[src/hw/snp_pkg.sv]
package snp_pkg;

    // bank side.
    localparam int num_requests = 4;
    localparam int reqs_bits = 2;

    // snoop request fields.
    localparam int addr_width = 26;
    localparam int req_tag_width = 8;

    // slot table geometry.
    localparam int snrq_size = 8;
    localparam int slot_bits = 3;

    // pending ack counter, holds 0 to num_requests.
    localparam int cnt_width = 3;

    // counter load value on allocation.
    localparam logic [cnt_width-1:0] cnt_init = cnt_width'(num_requests);

    // counter value of the last outstanding ack.
    localparam logic [cnt_width-1:0] cnt_last = cnt_width'(1);

endpackage

[src/hw/snp_slot_table.sv]
`timescale 1ns/10ps

module snp_slot_table (
    input  logic                               clk,
    input  logic                               rst,

    // allocation side.
    input  logic                               alloc,
    input  logic [snp_pkg::addr_width-1:0]     wr_addr,
    input  logic                               wr_invalidate,
    input  logic [snp_pkg::req_tag_width-1:0]  wr_tag,
    output logic [snp_pkg::slot_bits-1:0]      free_slot,
    output logic                               full,

    // lookup by slot number.
    input  logic [snp_pkg::slot_bits-1:0]      rd_slot,
    output logic [snp_pkg::addr_width-1:0]     rd_addr,
    output logic                               rd_invalidate,
    output logic [snp_pkg::req_tag_width-1:0]  rd_tag,

    // release side.
    input  logic                               release_en,
    input  logic [snp_pkg::slot_bits-1:0]      release_slot
);

    logic [snp_pkg::snrq_size-1:0] used;

    logic [snp_pkg::addr_width-1:0]    addr_mem [snp_pkg::snrq_size];
    logic                              inv_mem  [snp_pkg::snrq_size];
    logic [snp_pkg::req_tag_width-1:0] tag_mem  [snp_pkg::snrq_size];

    // lowest free entry wins.
    always_comb begin
        free_slot = '0;
        for (int i = snp_pkg::snrq_size - 1; i >= 0; i--) begin
            if (!used[i]) begin
                free_slot = i[snp_pkg::slot_bits-1:0];
            end
        end
    end

    assign full = &used;

    // occupancy bits.
    always_ff @(posedge clk) begin
        if (rst) begin
            used <= '0;
        end else begin
            if (release_en) begin
                used[release_slot] <= 1'b0;
            end
            if (alloc) begin
                used[free_slot] <= 1'b1;
            end
        end
    end

    // payload storage.
    always_ff @(posedge clk) begin
        if (alloc) begin
            addr_mem[free_slot] <= wr_addr;
            inv_mem[free_slot]  <= wr_invalidate;
            tag_mem[free_slot]  <= wr_tag;
        end
    end

    assign rd_addr       = addr_mem[rd_slot];
    assign rd_invalidate = inv_mem[rd_slot];
    assign rd_tag        = tag_mem[rd_slot];

endmodule

[src/hw/snp_ack_arbiter.sv]
`timescale 1ns/10ps

module snp_ack_arbiter (
    input  logic                              clk,
    input  logic                              rst,
    input  logic [snp_pkg::num_requests-1:0]  requests,
    input  logic                              ack_fire,
    output logic [snp_pkg::reqs_bits-1:0]     grant_index,
    output logic                              grant_valid
);

    // last accepted bank.
    logic [snp_pkg::reqs_bits-1:0] ptr;

    // grant that was offered but not taken.
    logic                          hold_valid;
    logic [snp_pkg::reqs_bits-1:0] hold_index;

    logic [snp_pkg::reqs_bits-1:0] rr_index;

    // search starts at the bank after ptr, ptr itself comes last.
    always_comb begin
        logic [snp_pkg::reqs_bits-1:0] idx;
        rr_index = ptr;
        for (int k = snp_pkg::num_requests; k >= 1; k--) begin
            idx = ptr + k[snp_pkg::reqs_bits-1:0];
            if (requests[idx]) begin
                rr_index = idx;
            end
        end
    end

    assign grant_index = hold_valid ? hold_index : rr_index;
    assign grant_valid = requests[grant_index];

    always_ff @(posedge clk) begin
        if (rst) begin
            ptr        <= '0;
            hold_valid <= 1'b0;
            hold_index <= '0;
        end else if (ack_fire) begin
            ptr        <= grant_index;
            hold_valid <= 1'b0;
        end else if (grant_valid) begin
            // stalled grant stays put until accepted.
            hold_valid <= 1'b1;
            hold_index <= grant_index;
        end
    end

endmodule

[src/hw/snp_forwarder.sv]
`timescale 1ns/10ps

module snp_forwarder (
    input  logic clk,
    input  logic rst,

    // snoop request from memory side.
    input  logic                                snp_req_valid,
    input  logic [snp_pkg::addr_width-1:0]      snp_req_addr,
    input  logic                                snp_req_invalidate,
    input  logic [snp_pkg::req_tag_width-1:0]   snp_req_tag,
    output logic                                snp_req_ready,

    // snoop response to memory side.
    output logic                                snp_rsp_valid,
    output logic [snp_pkg::addr_width-1:0]      snp_rsp_addr,
    output logic                                snp_rsp_invalidate,
    output logic [snp_pkg::req_tag_width-1:0]   snp_rsp_tag,
    input  logic                                snp_rsp_ready,

    // broadcast to banks.
    output logic [snp_pkg::num_requests-1:0]                            fwd_valid,
    output logic [snp_pkg::num_requests-1:0][snp_pkg::addr_width-1:0]   fwd_addr,
    output logic [snp_pkg::num_requests-1:0]                            fwd_invalidate,
    output logic [snp_pkg::num_requests-1:0][snp_pkg::slot_bits-1:0]    fwd_tag,
    input  logic [snp_pkg::num_requests-1:0]                            fwd_ready,

    // acks from banks.
    input  logic [snp_pkg::num_requests-1:0]                            ack_valid,
    input  logic [snp_pkg::num_requests-1:0][snp_pkg::slot_bits-1:0]    ack_tag,
    output logic [snp_pkg::num_requests-1:0]                            ack_ready,

    // arbiter.
    input  logic [snp_pkg::reqs_bits-1:0]       grant_index,
    input  logic                                grant_valid,
    output logic                                ack_fire,

    // slot table.
    input  logic [snp_pkg::slot_bits-1:0]       free_slot,
    input  logic                                full,
    input  logic [snp_pkg::addr_width-1:0]      rd_addr,
    input  logic                                rd_invalidate,
    input  logic [snp_pkg::req_tag_width-1:0]   rd_tag,
    output logic                                alloc,
    output logic                                release_en,
    output logic [snp_pkg::slot_bits-1:0]       rd_slot,
    output logic [snp_pkg::slot_bits-1:0]       release_slot
);

    // acks still expected per slot.
    logic [snp_pkg::cnt_width-1:0] pending_cnt [snp_pkg::snrq_size];

    logic                          all_fwd_ready;
    logic                          req_fire;
    logic                          sel_valid;
    logic [snp_pkg::slot_bits-1:0] sel_tag;
    logic [snp_pkg::cnt_width-1:0] sel_cnt;
    logic                          sel_last;
    logic                          sel_ready;

    // all-or-nothing broadcast.
    assign all_fwd_ready = &fwd_ready;
    assign snp_req_ready = !full && all_fwd_ready;
    assign req_fire      = snp_req_valid && snp_req_ready;
    assign alloc         = req_fire;

    always_comb begin
        for (int b = 0; b < snp_pkg::num_requests; b++) begin
            fwd_valid[b]      = req_fire;
            fwd_addr[b]       = snp_req_addr;
            fwd_invalidate[b] = snp_req_invalidate;
            fwd_tag[b]        = free_slot;
        end
    end

    // granted ack and its slot.
    assign sel_tag   = ack_tag[grant_index];
    assign sel_valid = grant_valid && ack_valid[grant_index];
    assign sel_cnt   = pending_cnt[sel_tag];
    assign sel_last  = (sel_cnt == snp_pkg::cnt_last);

    // final ack only goes through together with the response.
    assign sel_ready = !sel_last || snp_rsp_ready;
    assign ack_fire  = sel_valid && sel_ready;

    always_comb begin
        ack_ready              = '0;
        ack_ready[grant_index] = sel_valid && sel_ready;
    end

    assign rd_slot            = sel_tag;
    assign snp_rsp_valid      = sel_valid && sel_last;
    assign snp_rsp_addr       = rd_addr;
    assign snp_rsp_invalidate = rd_invalidate;
    assign snp_rsp_tag        = rd_tag;

    // slot is freed on the response transfer.
    assign release_en   = snp_rsp_valid && snp_rsp_ready;
    assign release_slot = sel_tag;

    always_ff @(posedge clk) begin
        if (rst) begin
            for (int i = 0; i < snp_pkg::snrq_size; i++) begin
                pending_cnt[i] <= '0;
            end
        end else begin
            if (req_fire) begin
                pending_cnt[free_slot] <= snp_pkg::cnt_init;
            end
            // never the same slot as the allocation.
            if (ack_fire) begin
                pending_cnt[sel_tag] <= sel_cnt - snp_pkg::cnt_last;
            end
        end
    end

endmodule

[src/hw/snp_fwd_top.sv]
`timescale 1ns/10ps

module snp_fwd_top (
    input  logic clk,
    input  logic rst,

    input  logic                                snp_req_valid,
    input  logic [snp_pkg::addr_width-1:0]      snp_req_addr,
    input  logic                                snp_req_invalidate,
    input  logic [snp_pkg::req_tag_width-1:0]   snp_req_tag,
    output logic                                snp_req_ready,

    output logic                                snp_rsp_valid,
    output logic [snp_pkg::addr_width-1:0]      snp_rsp_addr,
    output logic                                snp_rsp_invalidate,
    output logic [snp_pkg::req_tag_width-1:0]   snp_rsp_tag,
    input  logic                                snp_rsp_ready,

    output logic [snp_pkg::num_requests-1:0]                            fwd_valid,
    output logic [snp_pkg::num_requests-1:0][snp_pkg::addr_width-1:0]   fwd_addr,
    output logic [snp_pkg::num_requests-1:0]                            fwd_invalidate,
    output logic [snp_pkg::num_requests-1:0][snp_pkg::slot_bits-1:0]    fwd_tag,
    input  logic [snp_pkg::num_requests-1:0]                            fwd_ready,

    input  logic [snp_pkg::num_requests-1:0]                            ack_valid,
    input  logic [snp_pkg::num_requests-1:0][snp_pkg::slot_bits-1:0]    ack_tag,
    output logic [snp_pkg::num_requests-1:0]                            ack_ready
);

    logic                              alloc;
    logic                              release_en;
    logic [snp_pkg::slot_bits-1:0]     rd_slot;
    logic [snp_pkg::slot_bits-1:0]     release_slot;
    logic [snp_pkg::slot_bits-1:0]     free_slot;
    logic                              full;
    logic [snp_pkg::addr_width-1:0]    rd_addr;
    logic                              rd_invalidate;
    logic [snp_pkg::req_tag_width-1:0] rd_tag;
    logic [snp_pkg::reqs_bits-1:0]     grant_index;
    logic                              grant_valid;
    logic                              ack_fire;

    snp_forwarder u_snp_forwarder (
        .clk                (clk),
        .rst                (rst),
        .snp_req_valid      (snp_req_valid),
        .snp_req_addr       (snp_req_addr),
        .snp_req_invalidate (snp_req_invalidate),
        .snp_req_tag        (snp_req_tag),
        .snp_req_ready      (snp_req_ready),
        .snp_rsp_valid      (snp_rsp_valid),
        .snp_rsp_addr       (snp_rsp_addr),
        .snp_rsp_invalidate (snp_rsp_invalidate),
        .snp_rsp_tag        (snp_rsp_tag),
        .snp_rsp_ready      (snp_rsp_ready),
        .fwd_valid          (fwd_valid),
        .fwd_addr           (fwd_addr),
        .fwd_invalidate     (fwd_invalidate),
        .fwd_tag            (fwd_tag),
        .fwd_ready          (fwd_ready),
        .ack_valid          (ack_valid),
        .ack_tag            (ack_tag),
        .ack_ready          (ack_ready),
        .grant_index        (grant_index),
        .grant_valid        (grant_valid),
        .ack_fire           (ack_fire),
        .free_slot          (free_slot),
        .full               (full),
        .rd_addr            (rd_addr),
        .rd_invalidate      (rd_invalidate),
        .rd_tag             (rd_tag),
        .alloc              (alloc),
        .release_en         (release_en),
        .rd_slot            (rd_slot),
        .release_slot       (release_slot)
    );

    snp_slot_table u_snp_slot_table (
        .clk           (clk),
        .rst           (rst),
        .alloc         (alloc),
        .wr_addr       (snp_req_addr),
        .wr_invalidate (snp_req_invalidate),
        .wr_tag        (snp_req_tag),
        .free_slot     (free_slot),
        .full          (full),
        .rd_slot       (rd_slot),
        .rd_addr       (rd_addr),
        .rd_invalidate (rd_invalidate),
        .rd_tag        (rd_tag),
        .release_en    (release_en),
        .release_slot  (release_slot)
    );

    snp_ack_arbiter u_snp_ack_arbiter (
        .clk         (clk),
        .rst         (rst),
        .requests    (ack_valid),
        .ack_fire    (ack_fire),
        .grant_index (grant_index),
        .grant_valid (grant_valid)
    );

endmodule

[config.mk]
export PLATFORM = sky130hd
export DESIGN_NAME = snp_fwd_top
export DESIGN_NICKNAME = d
export VERILOG_FILES = /design/src/hw/snp_pkg.sv /design/src/hw/snp_slot_table.sv /design/src/hw/snp_ack_arbiter.sv /design/src/hw/snp_forwarder.sv /design/src/hw/snp_fwd_top.sv
export SDC_FILE = /design/constraint.sdc
export NUM_CORES = 1
export LEC_CHECK = 0
export BUFFER_PORTS_ARGS = -buffer_cell sky130_fd_sc_hd__clkbuf_2
export CAP_MARGIN = 20
export CORE_MARGIN = 4
export CORE_UTILIZATION = 52
export DETAILED_ROUTE_END_ITERATION = 8
export GPL_ROUTABILITY_DRIVEN = 0
export PLACE_DENSITY = 0.87
export SLEW_MARGIN = 20
export SYNTH_ARGS = -nofsm -noshare
export SYNTH_HDL_FRONTEND = slang
export SYNTH_HIERARCHICAL = 1
export SYNTH_SLANG_ARGS = --single-unit
[constraint.sdc]
create_clock -name clk -period 5.04 [get_ports clk]
set_clock_uncertainty 0.15 [all_clocks]
set_input_delay 1.008 -clock clk [delete_from_list [all_inputs] [get_ports clk]]
set_output_delay 1.008 -clock clk [all_outputs]
set_load 0.05 [all_outputs]
==> qor.yml, run 1 <==
clocking:
  numCtsBuffers: 31
  hold_buffers: 0
  clockBufferDepth: 3
  clk_pin_slew_ps: 60
  cts_root_buffer: "clkbuf_16"
  htree_levels: 1
  tritoncts: "done"
  cts_sinks: 317
  clk_latency_ps: 540
floorplanning:
  coreArea_sq_um: 27200
  io_pins: 224
  die_w_microns: 175
  initial_core_util: 0.532
  die_h_microns: 175
  die-area_sq_um: 30500
  placement_rows: 60
layout:
  n_antenna_cell: 0
  nFillCells: 1871
  design_area_sq_um: 16800
  finalNonFillerCells: 1366
  drive_gt1_frac: 0.451
  syn_to_final_growth_pct: 16.0
  finish.utilization: 0.617
  nets: 1031
synthesis:
  ys_top_cells_by_area: "edfxtp_1, mux4_1, buf_4"
  synth-main-ff-cell: "edfxtp_1"
  yosys-top-cells-count: "edfxtp_1, buf_4, mux4_1"
  synth_top_cell_area_share: 0.632
  yosys_warnings: 6
  synth-seq-cells: 317
  yosysTopAreaCell: "edfxtp_1"
  syn-cell-area_sq_um: 14500
  yosysMostFrequentCell: "edfxtp_1"
  synth_nets: 898
  async_flop_share: 0
  synth_edf_count: 304
  seq_area_frac_synth: 0.650
  synth_area_per_cell_sq_um: 17.3
  yosysUniqueCellTypes: 58
  synth_cells: 837
global_route:
  grt_max_degree: 54
  use_met1: 0.241
  grt_pass1_vias: 7626
  grt_pass1_wl_mm: 44.4
  grt_use_met3: 0.0370
  overflow: 0
  grtUsageTotal: 0.187
  met2_usage: 0.333
  busiest_layer: "met2"
  antenna_found_initial: 3
detailed_routing:
  wl_per_cell_microns: 22.9
  ant_nets: 0
  via_per_inst: 5.76
  drtPass1Iterations: 5
  initialDrtViolationCount: 874
  postRouteWirelength_mm: 31.3
  drc_errors: 0
  vias: 7872
timing:
  tns_ps: -1360
  worst_slew_pin_slew_ps: 1150
  holdWs_ps: 365
  grt_setup_unrepaired: "yes"
  finalCriticalPeriod_ps: 5390
  post-route-period-util: 1.07
  relSlewSlack: 0.228
  fin_ws_ps: -346
  hold_viol_final: 0
  setup_violations: 5
  slew_viol_final: 0
  fmax_mhz: 186
critical_path:
  arrival_ps: 4230
  path_max_fanout: 7
  crit_family: "simple AND/OR/NAND/NOR gates"
  path_common_cell: "buf_6"
  cp-start-kind: "input pin"
  critPathCaptureType: "primary output"
  worstReg2RegEnd: "u_snp_ack_arbiter/hold_index[1]"
  critPathKind: "input pin to primary output"
  critPathBufInv: 5
  reg2reg_slack_ps: 520
  worstPathRequired_ps: 3880
  path_cells: "clkbuf_16, nand2b_4, a21oi_2, o32ai_2, inv_2, buf_6, mux4_4, or2_1, nor2_1, a221oi_2, ha_4, nand2_4, nor3_4, or2_4, buf_6, nor3b_4, buf_8"
  max_stage_delay_ps: 670
  timing.rr.start: "u_snp_ack_arbiter/ptr[1]"
  ff2ff_path_depth: 22
  cpMaxStageDelayCell: "mux4_4"
worst_hold_path:
  whs_endpoint: "u_snp_slot_table/used[7]"
  hold_path_startpoint: "u_snp_slot_table/used[7]"
  hold_path.class: "register to register"
  hold_path_depth: 2
power:
  leakagePower_nw: 6.17
  peakVddDrop_uv: 451
  power_mw: 10.3
  p_per_area_nw_per_um2: 616
placed_design:
  pre_cts_slack_ps: -492
  dpl.hpwl_mm: 17.1
  dp.cells: 1292
  io_buffers: 223
  placed_cell_area_sq_um: 15200
run_status:
  failed_checks: "negative setup slack"
  outcome: "finished, violations left"
job:
  cap_violations: 0
==> how the worst max path moves through the flow <==
stage                 start            to  slack (ps)  depth (start not counted)
6_report       ack_valid[1]  ack_ready[2]        -350                         17
5_1_grt        ack_valid[1]  ack_ready[2]        -460                         17
4_1_cts        ack_valid[0]  ack_ready[2]        -260                         18
3_5_place_dp   ack_valid[3]  ack_ready[1]        -490                         18
3_3_place_gp   ack_valid[0]  ack_ready[1]        -390                         18
2_1_floorplan  ack_valid[0]  ack_ready[1]        -330                         17
==> report_power, final <==
group	internal, mW	switching [mW]
Combinational	2.27	2.93
Sequential	2.94	0.0411
Clock	1.19	0.944
Total	6.41	3.91
==> flip-flops by register name, summed over array words and instances (netlist names) <==
name / count
u_snp_slot_table/addr_mem: 208
u_snp_slot_table/tag_mem: 64
u_snp_forwarder/pending_cnt: 24
u_snp_slot_table/inv_mem: 8
u_snp_slot_table/used: 8
u_snp_ack_arbiter/hold_index: 2
u_snp_ack_arbiter/ptr: 2
u_snp_ack_arbiter/hold_valid: 1
==> kinds of logic (layout without fill, tap and decap cells) <==
group,count (synthesis),after routing,synth area share
simple gates,101,101,0.0352
xor+xnor,1,1,0.00113
mux,121,121,0.170
buf+inv,215,372,0.104
flops,317,317,0.650
fa+ha+maj,2,2,0.00173
compound gates,80,80,0.0384
==> worst reg2reg max path, stage by stage (launching register included) <==
cell      delay, ps
dfxtp_2         440
nand2b_4        170
a21oi_2          50
o32ai_2         320
inv_2           100
buf_6           140
mux4_4          570
buf_6           160
buf_12          130
a221oi_4        200
a21oi_2          60
a221oi_2        300
ha_4            210
nand2_4          60
nor3_4          190
or2_4           180
inv_2            40
buf_4           120
buf_4           150
inv_1           110
nand2b_1         70
o22ai_1         170
mux2_2          350
==> routing by layer <==
| layer | vias to the layer above | wire length, microns |
|---|---|---|
| met3 | 65 | 2330 |
| met1 | 3966 | 12200 |
| met2 | 426 | 16200 |
| met5 | - | 40 |
| li1 | 3409 | - |
| met4 | 6 | 597 |
==> layout make-up <==
cell class / count / area [sq um] / area share
Inverter: 22 / 85.1 / 0.00508
Clock buffer: 40 / 810 / 0.0483
Sequential cell: 317 / 9390 / 0.560
Multi-Input combinational cell: 305 / 3730 / 0.223
Tap cell: 372 / 465 / 0.0278
Timing Repair Buffer: 293 / 2150 / 0.128
Clock inverter: 17 / 130 / 0.00776
==> repair_timing <==
action                     4_1_cts  5_1_grt
resized for setup               80      109
buffers inserted                 6        5
pin swaps                        7        7
setup endpoints to repair       39       40
cloned                           2        5
==> placed cells by master, fill, tap and decap left out, types with 3 or more instances in the layout <==
cell,synthesis,routed
buf_4,162,60
buf_8,0,10
nor3_4,0,3
dfxtp_1,13,12
o31ai_1,10,10
inv_6,0,3
nor2_1,32,29
mux2i_1,7,7
a21oi_2,0,3
mux2_4,1,7
buf_16,0,3
a21oi_1,17,14
inv_2,0,10
edfxtp_1,304,304
nor2b_1,6,4
clkbuf_2,0,180
mux4_2,4,19
buf_6,11,25
nand2_1,20,17
clkbuf_1,14,9
mux2_2,39,33
mux4_1,70,53
clkinvlp_4,0,4
nand2b_4,0,3
nand4_1,4,4
clkbuf_8,0,4
nand2b_1,8,5
a31oi_1,3,3
nand3_1,7,7
clkinv_2,0,4
o211ai_1,7,7
clkbuf_16,0,36
nand3b_1,3,3
buf_12,0,5
o21ai_0,18,17
inv_1,22,11
clkinv_1,0,4
Note: power is estimated with default switching activity, not from simulation.
==> run 2: changes to the inputs <==
--- a/config.mk
+++ b/config.mk
@@ -7,12 +7,13 @@
 export LEC_CHECK = 0
 export BUFFER_PORTS_ARGS = -buffer_cell sky130_fd_sc_hd__clkbuf_2
 export CAP_MARGIN = 20
+export CORE_ASPECT_RATIO = 0.8
 export CORE_MARGIN = 4
 export CORE_UTILIZATION = 52
 export DETAILED_ROUTE_END_ITERATION = 8
 export GPL_ROUTABILITY_DRIVEN = 0
 export PLACE_DENSITY = 0.87
-export SLEW_MARGIN = 20
+export RECOVER_POWER = 100
 export SYNTH_ARGS = -nofsm -noshare
 export SYNTH_HDL_FRONTEND = slang
 export SYNTH_HIERARCHICAL = 1
==> qor.yml, run 2 (synthesis results as in run 1) <==
run_status:
  outcome: "finished, violations left"
  failed_checks: "max-capacitance violations, max-slew violations, negative setup slack"
global_route:
  grt_pass1_wl_mm: 42.9
  grt_max_degree: 76
  antenna_found_initial: 2
  overflow: 0
  grt_pass1_vias: 7554
  grtUsageTotal: 0.178
worst_hold_path:
  hold_path.class: "register to register"
  hold_path_startpoint: "u_snp_slot_table/used[7]"
  hold_path_depth: 2
  whs_endpoint: "u_snp_slot_table/used[7]"
critical_path:
  path_cells: "buf_6, nand2b_4, a21oi_4, o32ai_4, inv_2, mux4_2, buf_6, or3_1, o21ai_1, a22o_1, inv_2, ha_4, nand2_4, nor3_4, or2_4, buf_6, nor3b_4, buf_8"
  critPathBufInv: 6
  path_max_fanout: 6
  timing.rr.start: "u_snp_ack_arbiter/ptr[1]"
  crit_family: "simple AND/OR/NAND/NOR gates"
  cpMaxStageDelayCell: "mux4_2"
  worstPathRequired_ps: 3880
  max_stage_delay_ps: 610
  worstReg2RegEnd: "u_snp_forwarder/pending_cnt[2][1]"
  critPathCaptureType: "primary output"
  reg2reg_slack_ps: 580
  path_common_cell: "buf_6"
  arrival_ps: 4200
  cp-start-kind: "input pin"
  ff2ff_path_depth: 21
  critPathKind: "input pin to primary output"
timing:
  grt_setup_unrepaired: "yes"
  setup_violations: 7
  relSlewSlack: -0.723
  fmax_mhz: 187
  finalCriticalPeriod_ps: 5360
  worst_slew_pin_slew_ps: 2580
  hold_viol_final: 0
  slew_viol_final: 276
  fin_ws_ps: -319
  post-route-period-util: 1.06
floorplanning:
  coreArea_sq_um: 27300
  initial_core_util: 0.529
  placement_rows: 54
  die-area_sq_um: 30500
  io_pins: 224
  die_w_microns: 194
  die_h_microns: 157
power:
  p_int_mw: 5.90
  swShare: 0.386
  p_per_area_nw_per_um2: 593
  peakVddDrop_uv: 431
  p_switching_mw: 3.72
  pwr-share-comb: 0.471
  power_frac_seq: 0.310
  leakagePower_nw: 5.60
  power_mw: 9.62
  clockPowerShare: 0.219
job:
  cap_violations: 8
layout:
  syn_to_final_growth_pct: 12.3
  drive_gt1_frac: 0.259
  final_common_cell: "edfxtp_1"
  nets: 1025
  layout_common_cells: "edfxtp_1, clkbuf_1, mux4_1"
  reg_top3: "u_snp_slot_table/addr_mem (208), u_snp_slot_table/tag_mem (64), u_snp_forwarder/pending_cnt (24)"
  regArea_sq_um: 9390
  finish.utilization: 0.595
  multi_input_area_sq_um: 3810
  largest_reg_flops: 208
  top_register: "u_snp_slot_table/addr_mem"
  nFillCells: 2008
placed_design:
  io_buffers: 223
  dpl.hpwl_mm: 16.5
clocking:
  htree_levels: 1
  numCtsBuffers: 31
  clk_pin_slew_ps: 60
  tritoncts: "done"
  clockBufferDepth: 3
  clk_latency_ps: 540
  hold_buffers: 0
  cts_sinks: 317
  cts_root_buffer: "clkbuf_16"
detailed_routing:
  vias: 7684
  drc_errors: 0
  via_per_inst: 5.68
  drtPass1Iterations: 5
  postRouteWirelength_mm: 28.7
  ant_nets: 0
  initialDrtViolationCount: 717
  wl_per_cell_microns: 21.2
[run 2: what timing repair did]
action	4_1_cts	5_1_grt
gates cloned	1	1
setup buffers	13	5
hold endpoints to repair	0	0
pin swaps	11	13
setup endpoints to repair	40	40
gates resized for setup	33	50
[run 2: layout make-up]
class                      count  share of cell area
sequential                   317               0.579
multi-input combinational    306               0.235
timing repair buffer         286              0.0955
clock buffer                  37              0.0492
tap                          364              0.0281
clock inverter                21             0.00871
inverter                      22             0.00509
antenna                        1            0.000154
[run 2: worst max-delay path by stage]
stage                     depth (start not counted)    startpoint  slack, ps            to
after floorplan                                  17  ack_valid[0]       -330  ack_ready[1]
after global placement                           18  ack_valid[3]       -420  ack_ready[1]
after detailed placement                         18  ack_valid[3]       -530  ack_ready[3]
after CTS                                        18  ack_valid[1]       -260  ack_ready[3]
after global routing                             18  ack_valid[0]       -450  ack_ready[1]
final                                            18  ack_valid[0]       -320  ack_ready[1]
[run 2: metal layers]
layer  GRT usage  part of all wire
met1       0.243              0.41
met2       0.302              0.49
met3      0.0349             0.071
met4      0.0442             0.020
met5           0           0.00070
[run 2: worst min-delay path, stage by stage (launching register included)]
cell,delay [ps]
dfxtp_1,330
o21ai_0,80
a21oi_1,70
[run 2: power by group through the flow]
stage / clock, mW / sequential [mW] / combinational [mW]
floorplan: 0 / 3.02 / 3.63
global placement: 0 / 3.03 / 4.05
detailed placement: 0 / 3.03 / 4.12
CTS: 2.15 / 2.98 / 4.34
global route: 2.29 / 2.99 / 4.75
finish: 2.10 / 2.99 / 4.53
[run 2: per-stage QoR]
stage                     TNS, ps  hold slack (ps)  worst slack [ps]  instances  cell area [sq um]
after floorplan             -1160              319              -335        837              14600
after global placement      -9740              347              -422       1275              15100
after detailed placement   -12570              360              -535       1275              15100
after CTS                   -2250              369              -259       1347              16300
after global routing        -3050              397              -446       1354              16200
final                       -1200              376              -319       1354              16200
